`config.mk`:
```
export PLATFORM = sky130hd
export DESIGN_NAME = hazard_forward
export DESIGN_NICKNAME = d
export VERILOG_FILES = /design/src/rtl/isa_pkg.sv /design/src/rtl/pipe_pkg.sv /design/src/rtl/hazard_forward.sv
export SDC_FILE = /design/constraint.sdc
export NUM_CORES = 1
export LEC_CHECK = 0
export ABC_AREA = 1
export BUFFER_PORTS_ARGS = -buffer_cell sky130_fd_sc_hd__buf_2
export CAP_MARGIN = 25
export CORE_AREA = 2 2 88 90
export DETAILED_ROUTE_END_ITERATION = 12
export DIE_AREA = 0 0 90 92
export PLACE_DENSITY_LB_ADDON = 0.2
export RECOVER_POWER = 25
export SLEW_MARGIN = 20
export SYNTH_ARGS = -nofsm -noshare
export SYNTH_HDL_FRONTEND = slang
export SYNTH_SLANG_ARGS = --single-unit
```
`constraint.sdc`:
```
create_clock -name vclk -period 1.2
set_clock_uncertainty 0.15 [all_clocks]
set_input_delay 0.12 -clock vclk [all_inputs]
set_output_delay 0.12 -clock vclk [all_outputs]
set_load 0.01 [all_outputs]
```
`src/rtl/isa_pkg.sv`:
```
package isa_pkg;

    typedef logic [15:0] word_t;
    typedef logic [1:0]  reg_idx_t;

    typedef enum logic [3:0] {
        OP_BNE   = 4'd0,
        OP_BEQ   = 4'd1,
        OP_ADI   = 4'd4,
        OP_ORI   = 4'd5,
        OP_LHI   = 4'd6,
        OP_LWD   = 4'd7,
        OP_SWD   = 4'd8,
        OP_JMP   = 4'd9,
        OP_RTYPE = 4'd15
    } opcode_e;

    typedef enum logic [5:0] {
        FN_ADD = 6'd0,
        FN_SUB = 6'd1,
        FN_AND = 6'd2,
        FN_ORR = 6'd3,
        FN_NOT = 6'd4,
        FN_TCP = 6'd5,
        FN_SHL = 6'd6,
        FN_SHR = 6'd7,
        FN_WWD = 6'd28,
        FN_HLT = 6'd29
    } func_e;

    typedef enum logic [3:0] {
        ALU_ADD, ALU_SUB, ALU_AND, ALU_ORR,
        ALU_NOT, ALU_TCP, ALU_SHL, ALU_SHR,
        ALU_PASS_B,  // LHI
        ALU_OR_B     // ORI, zero-extends the low byte of b
    } alu_op_e;

    // ADD r0,r0,r0 in bubble slots, never valid
    localparam word_t NOP_INST = 16'hf000;

    //////////////////////////////////////////////////
    // Instruction fields

    function automatic opcode_e get_opcode(word_t inst);
        return opcode_e'(inst[15:12]);
    endfunction

    function automatic reg_idx_t get_rs(word_t inst);
        return inst[11:10];
    endfunction

    function automatic reg_idx_t get_rt(word_t inst);
        return inst[9:8];
    endfunction

    function automatic reg_idx_t get_rd(word_t inst);
        return inst[7:6];
    endfunction

    function automatic func_e get_func(word_t inst);
        return func_e'(inst[5:0]);
    endfunction

    function automatic logic [7:0] get_imm(word_t inst);
        return inst[7:0];
    endfunction

    function automatic logic [11:0] get_target(word_t inst);
        return inst[11:0];
    endfunction

endpackage

```
`src/rtl/pipe_pkg.sv`:
```
package pipe_pkg;

    import isa_pkg::*;

    // Forward selects for the EX operands
    localparam logic [1:0] FWD_NONE = 2'd0;
    localparam logic [1:0] FWD_WB   = 2'd1;
    localparam logic [1:0] FWD_MEM  = 2'd2;

    typedef struct packed {
        alu_op_e alu_op;
        logic    alu_src_imm;
        logic    mem_read;
        logic    mem_write;
        logic    reg_write;
        logic    dest_is_rd;   // else rt
        logic    is_branch_eq;
        logic    is_branch_ne;
        logic    is_jump;
        logic    is_wwd;
        logic    is_halt;
    } ctrl_t;

    typedef struct packed {
        logic     valid;
        ctrl_t    ctrl;
        word_t    pc;
        reg_idx_t rs;
        reg_idx_t rt;
        reg_idx_t rd;
        word_t    rs_val;
        word_t    rt_val;
        word_t    imm_ext;
        word_t    jump_target;
    } id_ex_t;

    typedef struct packed {
        logic     valid;
        ctrl_t    ctrl;
        word_t    alu_out;
        word_t    store_val;
        reg_idx_t dest;
        word_t    wwd_val;
    } ex_mem_t;

    typedef struct packed {
        logic     valid;
        ctrl_t    ctrl;
        word_t    result;
        reg_idx_t dest;
        word_t    wwd_val;
    } mem_wb_t;

endpackage

```
`src/rtl/hazard_forward.sv`:
```
`timescale 1ns/1ps

module hazard_forward import isa_pkg::*, pipe_pkg::*; (
    input  id_ex_t     id_ex,
    input  ex_mem_t    ex_mem,
    input  mem_wb_t    mem_wb,
    input  reg_idx_t   if_rs,
    input  reg_idx_t   if_rt,
    input  logic       if_valid,
    input  logic       branch_taken,
    output logic       stall,
    output logic       flush,
    output logic [1:0] fwd_a,
    output logic [1:0] fwd_b
);

    reg_idx_t ex_dest;
    logic     load_in_ex;
    logic     mem_writes;
    logic     wb_writes;

    // Younger result wins
    function automatic logic [1:0] pick(reg_idx_t src);
        if (mem_writes && ex_mem.dest == src) begin
            return FWD_MEM;
        end
        if (wb_writes && mem_wb.dest == src) begin
            return FWD_WB;
        end
        return FWD_NONE;
    endfunction

    assign ex_dest    = id_ex.ctrl.dest_is_rd ? id_ex.rd : id_ex.rt;
    assign load_in_ex = id_ex.valid && id_ex.ctrl.mem_read;
    assign mem_writes = ex_mem.valid && ex_mem.ctrl.reg_write;
    assign wb_writes  = mem_wb.valid && mem_wb.ctrl.reg_write;

    assign flush = branch_taken;
    assign stall = !flush && if_valid && load_in_ex && (ex_dest == if_rs || ex_dest == if_rt);

    always_comb begin
        fwd_a = pick(id_ex.rs);
        fwd_b = pick(id_ex.rt);
    end

endmodule

```
# Yosys cells after proc, flatten, opt, wreduce, memory -nomap -nowiden

Index checks and enable logic that the tools add are counted.

Register bits after elaboration: 0
Bits of input ports: 221
Output and inout bits: 6
Logic and storage cells: 33

Equal/unequal tests: 6
Mux-type cells: 15
Reductions and logical operators: 12

Operators by type and width:

| operator          | number |
|---|---|
| 2-bit two-way mux | 9 |
| 2-bit == test     | 6 |
| 1-bit logical AND | 10 |
| 1-bit two-way mux | 6 |
| 1-bit logical NOT | 1 |
| 1-bit logical OR  | 1 |

# Depth between registers and ports, before layout

Gate-level depths: netlist (run 1).

Depth after elaboration: 6
Gate-level depth with buffers: 7
Depth with buffers taken out: 7

# Worst setup path after synthesis (run 1)

OpenSTA, ideal clock, no wires.

Path kind: input-to-output
Start point: input ex_mem[64] in the netlist's numbering
End point: output fwd_b[0]
Arrival time: 0.766 ns
Required time: 0.930 ns
Slack: 0.164 ns
Stages: 5
Buffers on the path: 0
Cell sequence: nand2_1 > inv_1 > o21ai_0 > nor3_1 > nor2_1

Word-level cells in the longest chain between the ends: 4

RTL lines:

| item               | RTL line             | source |
|---|---|---|
| start: declaration | hazard_forward.sv:5  | `input ex_mem_t ex_mem,` |
| 1-bit logical AND  | hazard_forward.sv:35 | `assign mem_writes = ex_mem.valid && ex_mem.ctrl.reg_write;` |
| 1-bit logical AND  | hazard_forward.sv:24 | `if (mem_writes && ex_mem.dest == src) begin` |
| 1-bit two-way mux  | hazard_forward.sv:24 |  |
| 2-bit two-way mux  | hazard_forward.sv:27 | `if (wb_writes && mem_wb.dest == src) begin` |
| end: declaration   | hazard_forward.sv:14 | `output logic [1:0] fwd_b` |

No other way between the ends.

# Worst setup path after layout (run 1)

Start point: input id_ex[91] in the netlist's numbering
End point: output stall

Word-level cells in the longest chain between the ends: 4
Elaborated cells between the ends (all ways): 5
Classes of those cells: eq/ne (2); mux (1); reduce/logical (2)

RTL lines:

| item                | RTL line             | source |
|---|---|---|
| start: declaration  | hazard_forward.sv:4  | `input id_ex_t id_ex,` |
| 2-bit two-way mux * | hazard_forward.sv:33 | `assign ex_dest = id_ex.ctrl.dest_is_rd ? id_ex.rd : id_ex.rt;` |
| 2-bit == test       | hazard_forward.sv:39 | `assign stall = !flush && if_valid && load_in_ex && (ex_dest == if_rs \|\| ex_dest == if_rt);` |
| 1-bit logical OR *  | hazard_forward.sv:39 |  |
| 1-bit logical AND * | hazard_forward.sv:39 |  |
| end: declaration    | hazard_forward.sv:11 | `output logic stall,` |

Mark *: on every way between the ends. The rest lies on a longest branch, timed or not.

==> results.sh, run 1 <==
export IMPL_via_per_inst=2.47
export IMPL_dieHeight_um=92
export IMPL_critical_path_top_delay_family="buffers and inverters"
export IMPL_status="finished, final reports clean"
export IMPL_stdcell_count=190
export IMPL_synth_area_leaders="nand2_1, inv_1, nand3_1"
export IMPL_hpwlAfterDp_um=1310
export IMPL_syn_area_per_cell_um2=4.67
export IMPL_yosysUniqueCellTypes=15
export IMPL_nFillCells=916
export IMPL_syn_nets=280
export IMPL_grt_pass1_vias=490
export IMPL_hold_buffers=0
export IMPL_rsz0062_at_grt="yes"
export IMPL_worstSetupPathType="in2out"
export IMPL_grt_max_degree=6
export IMPL_crit_path_cell_trace="buf_4 > inv_4 > nand2_2 > nand3_1 > nand2_1 > inv_1 > nand2_1 > a21oi_2 > buf_2"
export IMPL_path_max_fanout=5
export IMPL_dpl_cell_count=190
export IMPL_ys_seq_area_frac=0
export IMPL_grt_overflow_total=0
export IMPL_cap_violations=0
export IMPL_fin_ws_ps=64.3
export IMPL_diodes=0
export IMPL_drive_above_1_share=0.455
export IMPL_p_leak_nw=0.296
export IMPL_critPathSlowestCell="buf_4"
export IMPL_fp_dieW_um=90
export IMPL_synthCells=59
export IMPL_register_area_um2=0
export IMPL_core_area_mm2=0.00745
export IMPL_post_drt_wl_per_cell_um=7.44
export IMPL_place_ws_ps=-33.4
export IMPL_slew_headroom=0.862
export IMPL_drc=0
export IMPL_cp_end_kind="primary output"
export IMPL_hold_slack_ps=309
export IMPL_layout_nets=311
export IMPL_synth_area_um2=275
export IMPL_gp_congestion=0.676
export IMPL_grt_pass1_wl_um=2390
export IMPL_tns_ps=0
export IMPL_path_buf_inv=4
export IMPL_num_rows=32
export IMPL_hold_class="in2out"
export IMPL_period_needed_ps=1140
export IMPL_via_count=469
export IMPL_finalHoldViolCount=0
export IMPL_grtUsageTotal=0.0345
export IMPL_synth_warnings=0
export IMPL_drt_pass1_iter_count=4
export IMPL_fin_util=0.0790
export IMPL_first_iter_violations=24
export IMPL_seq_cell_count=0
export IMPL_clkbuf_count=0
export IMPL_fmax_mhz=881
export IMPL_cts_setup_buffers=0
export IMPL_cp_data_arrival_time_ps=870
export IMPL_synth_top_area_share=0.259
export IMPL_slew_viol_final=0
export IMPL_cp_required_ps=930
export IMPL_setup_worst_path_start_class="input pin"
export IMPL_ant_nets=0
export IMPL_ios=227
export IMPL_yosysTopAreaCell="nand2_1"
export IMPL_multi_input_area_um2=243
export IMPL_finalSetupViolCount=0
export IMPL_portBuffers=29
export IMPL_area_delta_synth_final_pct=114
export IMPL_antenna_found_initial=0
export IMPL_start_util=0.0370
export IMPL_ir_drop_v=0.0000875
export IMPL_tightest_slew_ps=204
export IMPL_cpMostUsedCell="nand2_1"
export IMPL_power_density_mw_per_mm2=254
export IMPL_wirelength_um=1410
export IMPL_max_stage_delay_ps=140
export IMPL_fin_crit_sh=0.946
export IMPL_die_area_mm2=0.00828
routing by layer:
layer | share of wire | up-vias | GRT usage
met4 | 0 | 0 | 0
li1 | - | 249 | -
met3 | 0.079 | 0 | 0.00822
met2 | 0.43 | 19 | 0.0627
met5 | 0 | - | 0
met1 | 0.49 | 201 | 0.0441
kinds of logic (layout without fill, tap and decap cells):
logic type,count (synthesis),after routing,synth area share
simple gates,35,35,0.568
compound gates,9,9,0.214
buf+inv,15,44,0.218
synthesized netlist by cell type:
master	n
a21oi_1	2
a21oi_2	1
buf_4	1
inv_1	13
inv_2	1
nand2_1	19
nand3_1	5
nand3b_1	3
nand4_1	1
nor2_1	4
nor3_1	2
o2111ai_1	2
o21ai_0	2
o22ai_1	2
or2_2	1
timing repair:
item / CTS / global route
endpoints found under the setup margin: 2 / 4
resized for setup: 6 / 8
pin swaps: 1 / 5
cloned: 0 / 0
cells in the final DEF (no fill, tap or decap):
| master | n |
|---|---|
| a21oi_1 | 1 |
| a21oi_2 | 2 |
| buf_2 | 26 |
| buf_4 | 2 |
| buf_6 | 1 |
| clkbuf_1 | 1 |
| inv_1 | 12 |
| inv_4 | 2 |
| nand2_1 | 16 |
| nand2_2 | 3 |
| nand3_1 | 5 |
| nand3b_1 | 3 |
| nand4_1 | 1 |
| nor2_1 | 4 |
| nor3_2 | 2 |
| o2111ai_1 | 1 |
| o2111ai_2 | 1 |
| o21ai_0 | 1 |
| o21ai_1 | 1 |
| o22ai_1 | 2 |
| or2_2 | 1 |
power by group:
| part | leakage (nW) | internal [W] | total [W] | switching, W |
|---|---|---|---|---|
| Clock | 0 | 0 | 0 | 0 |
| Sequential | 0 | 0 | 0 | 0 |
| Combinational | 0.296 | 0.0000680 | 0.000150 | 0.0000816 |
metrics by stage:
stage               total power, W  instance area [um^2]
detailed placement        0.000138                   548
global placement          0.000138                   548
global route              0.000172                   588
CTS                       0.000144                   563
floorplan                0.0000668                   275
finish                    0.000150                   588
area by class of cell:
class / count / share of cell area
inverters: 14 / 0.0979
well taps: 102 / 0.217
repair buffers: 30 / 0.272
multi-input cells: 44 / 0.413
final timing paths:
check                         from  endpoint  slack (ps)  cells past startpoint
worst min-delay path  branch_taken     flush         310                      2
worst max-delay path     id_ex[91]     stall          60                      9
Note: power is estimated with default switching activity, not from simulation.
==> run 2: changes to the inputs <==
Settings changed: BUFFER_PORTS_ARGS -buffer_cell sky130_fd_sc_hd__buf_2 to not set, DONT_BUFFER_PORTS set to 1, PLACE_DENSITY set to 0.3, PLACE_DENSITY_LB_ADDON 0.2 to not set.
==> run 2 against run 1 <==
Compared with the run above:
- non-clock buffer count shrank 28
- hold slack got worse by 220 ps
- first-iteration DRC count shrank 54%
- fmax up 13%
- total power fell by 48%
- wire length shrank 19%
- critical path depth is 4 lower
- sequential cell count unchanged
==> results.sh, run 2 (synthesis results as in run 1) <==
export IMPL_status="finished, final reports clean"
export IMPL_fmax_mhz=993
export IMPL_seq_cell_count=0
export IMPL_grtUsageTotal=0.0262
export IMPL_core_area_mm2=0.00745
export IMPL_drive_above_1_share=0.0833
export IMPL_drt_pass1_iter_count=2
export IMPL_grt_pass1_wl_um=1730
export IMPL_dieHeight_um=92
export IMPL_nFillCells=923
export IMPL_ant_nets=0
export IMPL_cts_resized_gates=0
export IMPL_hp_start="branch_taken"
export IMPL_period_needed_ps=1010
export IMPL_tightest_slew_ps=252
export IMPL_post_drt_wl_per_cell_um=7.09
export IMPL_tns_ps=0
export IMPL_hold_class="in2out"
export IMPL_pwr_share_seq=0
export IMPL_grt_pass1_vias=359
export IMPL_clkbuf_count=0
export IMPL_area_delta_synth_final_pct=49.1
export IMPL_p_leak_nw=0.177
export IMPL_first_iter_violations=11
export IMPL_cts_setup_buffers=0
export IMPL_power_density_mw_per_mm2=189
export IMPL_crit_path_cell_trace="nand2_1 > inv_1 > o21ai_0 > nor3_1 > buf_4"
export IMPL_clockPowerShare=0
export IMPL_place_area_um2=410
export IMPL_ir_drop_v=0.0000597
export IMPL_setup_worst_path_start_class="input pin"
export IMPL_fin_crit_sh=0.839
export IMPL_antenna_found_initial=0
export IMPL_worstSetupPathType="in2out"
export IMPL_via_count=374
export IMPL_start_util=0.0370
export IMPL_power_total_w=0.0000775
export IMPL_cp_required_ps=930
export IMPL_slew_viol_final=0
export IMPL_p_sw_w=0.0000451
export IMPL_finalHoldViolCount=0
export IMPL_num_rows=32
export IMPL_hpwlAfterDp_um=1100
export IMPL_cp_data_arrival_time_ps=740
export IMPL_finalSetupViolCount=0
export IMPL_path_buf_inv=2
export IMPL_hold_buffers=0
export IMPL_internal_power_w=0.0000324
export IMPL_cap_violations=0
export IMPL_swShare=0.582
export IMPL_final_common_cell="nand2_1"
export IMPL_layout_common_cells="nand2_1, inv_1, nand3_1"
export IMPL_cp_end_kind="primary output"
export IMPL_ios=227
export IMPL_portBuffers=0
export IMPL_critical_path_top_delay_family="simple AND/OR/NAND/NOR gates"
export IMPL_fp_dieW_um=90
export IMPL_die_area_mm2=0.00828
export IMPL_crit_path_start="ex_mem[64]"
export IMPL_grt_max_degree=6
export IMPL_drc=0
export IMPL_rsz0062_at_grt="no"
export IMPL_register_area_um2=0
export IMPL_path_max_fanout=2
export IMPL_max_stage_delay_ps=250
export IMPL_design_area_um2=410
export IMPL_wirelength_um=1150
export IMPL_via_per_inst=2.31
export IMPL_slew_headroom=0.831
export IMPL_gp_congestion=0.608
export IMPL_critPathSlowestCell="nor3_1"
export IMPL_combPwrFrac=1.000
export IMPL_layout_nets=283
export IMPL_diodes=0
export IMPL_grt_overflow_total=0
## run 2: changes by cell type in the layout (fill, tap and decap cells not counted), moves of 2 or more
cell     change
nand2_1      +3
buf_2       -26
nand2_2      -3
inv_4        -2
nor3_1       +2
nor3_2       -2
## run 2: worst paths after layout
kind	to	depth (start not counted)
hold / removal	flush	0
setup / recovery	fwd_b[1]	5
## run 2: power by group through the flow
stage / clock network (W) / registers (W) / logic (W)
3_5_place_dp: 0 / 0 / 0.0000793
4_1_cts: 0 / 0 / 0.0000796
3_3_place_gp: 0 / 0 / 0.0000790
2_1_floorplan: 0 / 0 / 0.0000668
5_1_grt: 0 / 0 / 0.0000911
6_report: 0 / 0 / 0.0000775
## run 2: layer usage
| layer | GRT usage | vias up | part of all wire |
|---|---|---|---|
| li1 | - | 192 | - |
| met5 | 0 | - | 0 |
| met2 | 0.0470 | 21 | 0.45 |
| met1 | 0.0298 | 161 | 0.40 |
| met3 | 0.0131 | 0 | 0.15 |
| met4 | 0 | 0 | 0 |
## run 2: stage by stage
step | std cells | setup WS (ps) | util | hold WS (ps)
after floorplan | 59 | 164 | - | 182
after global placement | 162 | 169 | 0.0551 | 90.2
after detailed placement | 162 | 161 | 0.0551 | 90.2
after CTS | 162 | 149 | 0.0551 | 90.2
after global routing | 162 | 62.2 | 0.0551 | 90.0
final | 162 | 193 | 0.0551 | 90.1
## run 2: layout make-up
| cell class | instances | area, um^2 | share of cell area |
|---|---|---|---|
| Inverter | 14 | 52.6 | 0.128 |
| Multi-Input combinational cell | 44 | 215 | 0.524 |
| Tap cell | 102 | 128 | 0.311 |
| Timing Repair Buffer | 2 | 15.0 | 0.0366 |
==> run 3: changes to the inputs <==
Clock period 1.2 ns to 0.97 ns, I/O delays scaled along.
==> run 3 against run 2 <==
Compared with the run above:
- clock-buffer cell count unchanged
- critical endpoint is now stall
- critical path type unchanged
- combinational power increased by 45%
- critical path depth increased by 1
- global-route usage increased by 0.24 points
==> results.sh, run 3 (synthesis results as in run 1) <==
export IMPL_hpwlAfterDp_um=1140
export IMPL_power_density_mw_per_mm2=253
export IMPL_p_leak_nw=0.179
export IMPL_path_buf_inv=1
export IMPL_drt_pass1_iter_count=4
export IMPL_tightest_slew_ps=214
export IMPL_finalHoldViolCount=0
export IMPL_design_area_um2=442
export IMPL_grtUsageTotal=0.0286
export IMPL_slew_viol_final=0
export IMPL_hp_start="branch_taken"
export IMPL_die_area_mm2=0.00828
export IMPL_fin_crit_sh=0.927
export IMPL_wirelength_um=1200
export IMPL_worstSetupPathType="in2out"
export IMPL_crit_path_start="id_ex[66]"
export IMPL_layout_common_cells="nand2_1, inv_1, nand3_1"
export IMPL_drive_above_1_share=0.217
export IMPL_fmax_mhz=1110
export IMPL_critPathSlowestCell="a21oi_4"
export IMPL_hold_class="in2out"
export IMPL_antenna_found_initial=0
export IMPL_crit_path_cell_trace="inv_1 > nand2_1 > nand3_1 > nand2_1 > nand2_2 > a21oi_4"
export IMPL_post_drt_wl_per_cell_um=7.39
export IMPL_grt_max_degree=6
export IMPL_cpMostUsedCell="nand2_1"
export IMPL_area_delta_synth_final_pct=60.5
export IMPL_place_area_um2=420
export IMPL_rsz0062_at_grt="no"
export IMPL_layout_nets=283
export IMPL_num_rows=32
export IMPL_final_common_cell="nand2_1"
export IMPL_grt_pass1_vias=361
export IMPL_cp_data_arrival_time_ps=650
export IMPL_p_sw_w=0.0000665
export IMPL_start_util=0.0370
export IMPL_critical_path_top_delay_family="simple AND/OR/NAND/NOR gates"
export IMPL_swShare=0.594
export IMPL_grt_pass1_wl_um=1880
export IMPL_dieHeight_um=92
export IMPL_setup_worst_path_start_class="input pin"
export IMPL_cp_required_ps=720
export IMPL_ios=227
export IMPL_finalSetupViolCount=0
export IMPL_seq_cell_count=0
export IMPL_combPwrFrac=1.000
export IMPL_portBuffers=0
export IMPL_core_area_mm2=0.00745
export IMPL_fp_dieW_um=90
export IMPL_status="finished, final reports clean"
export IMPL_clockPowerShare=0
export IMPL_fin_util=0.0593
export IMPL_path_max_fanout=5
export IMPL_clkbuf_count=0
export IMPL_grt_overflow_total=0
export IMPL_max_stage_delay_ps=190
export IMPL_via_per_inst=2.23
export IMPL_slew_headroom=0.857
export IMPL_drc=0
export IMPL_ant_nets=0
export IMPL_via_count=362
export IMPL_pwr_share_seq=0
export IMPL_multi_input_area_um2=244
export IMPL_gp_congestion=0.593
export IMPL_nFillCells=916
export IMPL_period_needed_ps=899
export IMPL_cap_violations=0
export IMPL_diodes=0
export IMPL_register_area_um2=0
export IMPL_ir_drop_v=0.0000696
export IMPL_internal_power_w=0.0000454
export IMPL_cp_end_kind="primary output"
export IMPL_first_iter_violations=10
-- run 3: path summary, 6_finish.rpt --
| check | to | slack, ps | depth (start not counted) |
|---|---|---|---|
| worst max-delay path | stall | 70 | 6 |
| worst min-delay path | flush | 40 | 0 |
-- run 3: timing repair --
item,CTS,global route
gates cloned,0,0
pin swaps,1,3
resized for setup,2,8
buffers inserted,0,0
hold buffers,0,0
endpoints found under the setup margin,1,4
-- run 3: power groups by stage --
| stage | Combinational (W) | Clock, W | Sequential (W) |
|---|---|---|---|
| global placement | 0.000102 | 0 | 0 |
| global route | 0.000131 | 0 | 0 |
| CTS | 0.000107 | 0 | 0 |
| floorplan | 0.0000859 | 0 | 0 |
| detailed placement | 0.000102 | 0 | 0 |
| finish | 0.000112 | 0 | 0 |
-- run 3: cell type report --
class,count,area share
well taps,102,0.289
repair buffers,2,0.0340
inverters,14,0.125
multi-input cells,44,0.552
-- run 3: metal layers --
layer,vias up,track usage,part of all wire
li1,193,-,-
met1,147,0.0382,0.40
met2,22,0.0451,0.41
met3,0,0.0131,0.19
met4,0,0,0
met5,-,0,0
-- run 3: through the flow --
stage | total power (W) | cells | setup WS (ps) | TNS, ps | hold slack [ps]
2_1_floorplan | 0.0000859 | 59 | 84.3 | 0 | 136
3_3_place_gp | 0.000102 | 162 | -15.0 | -15.0 | 44.1
3_5_place_dp | 0.000102 | 162 | -23.4 | -23.4 | 44.1
4_1_cts | 0.000107 | 162 | 21.1 | 0 | 44.1
5_1_grt | 0.000131 | 162 | 3.92 | 0 | 44.0
6_report | 0.000112 | 162 | 71.0 | 0 | 44.0
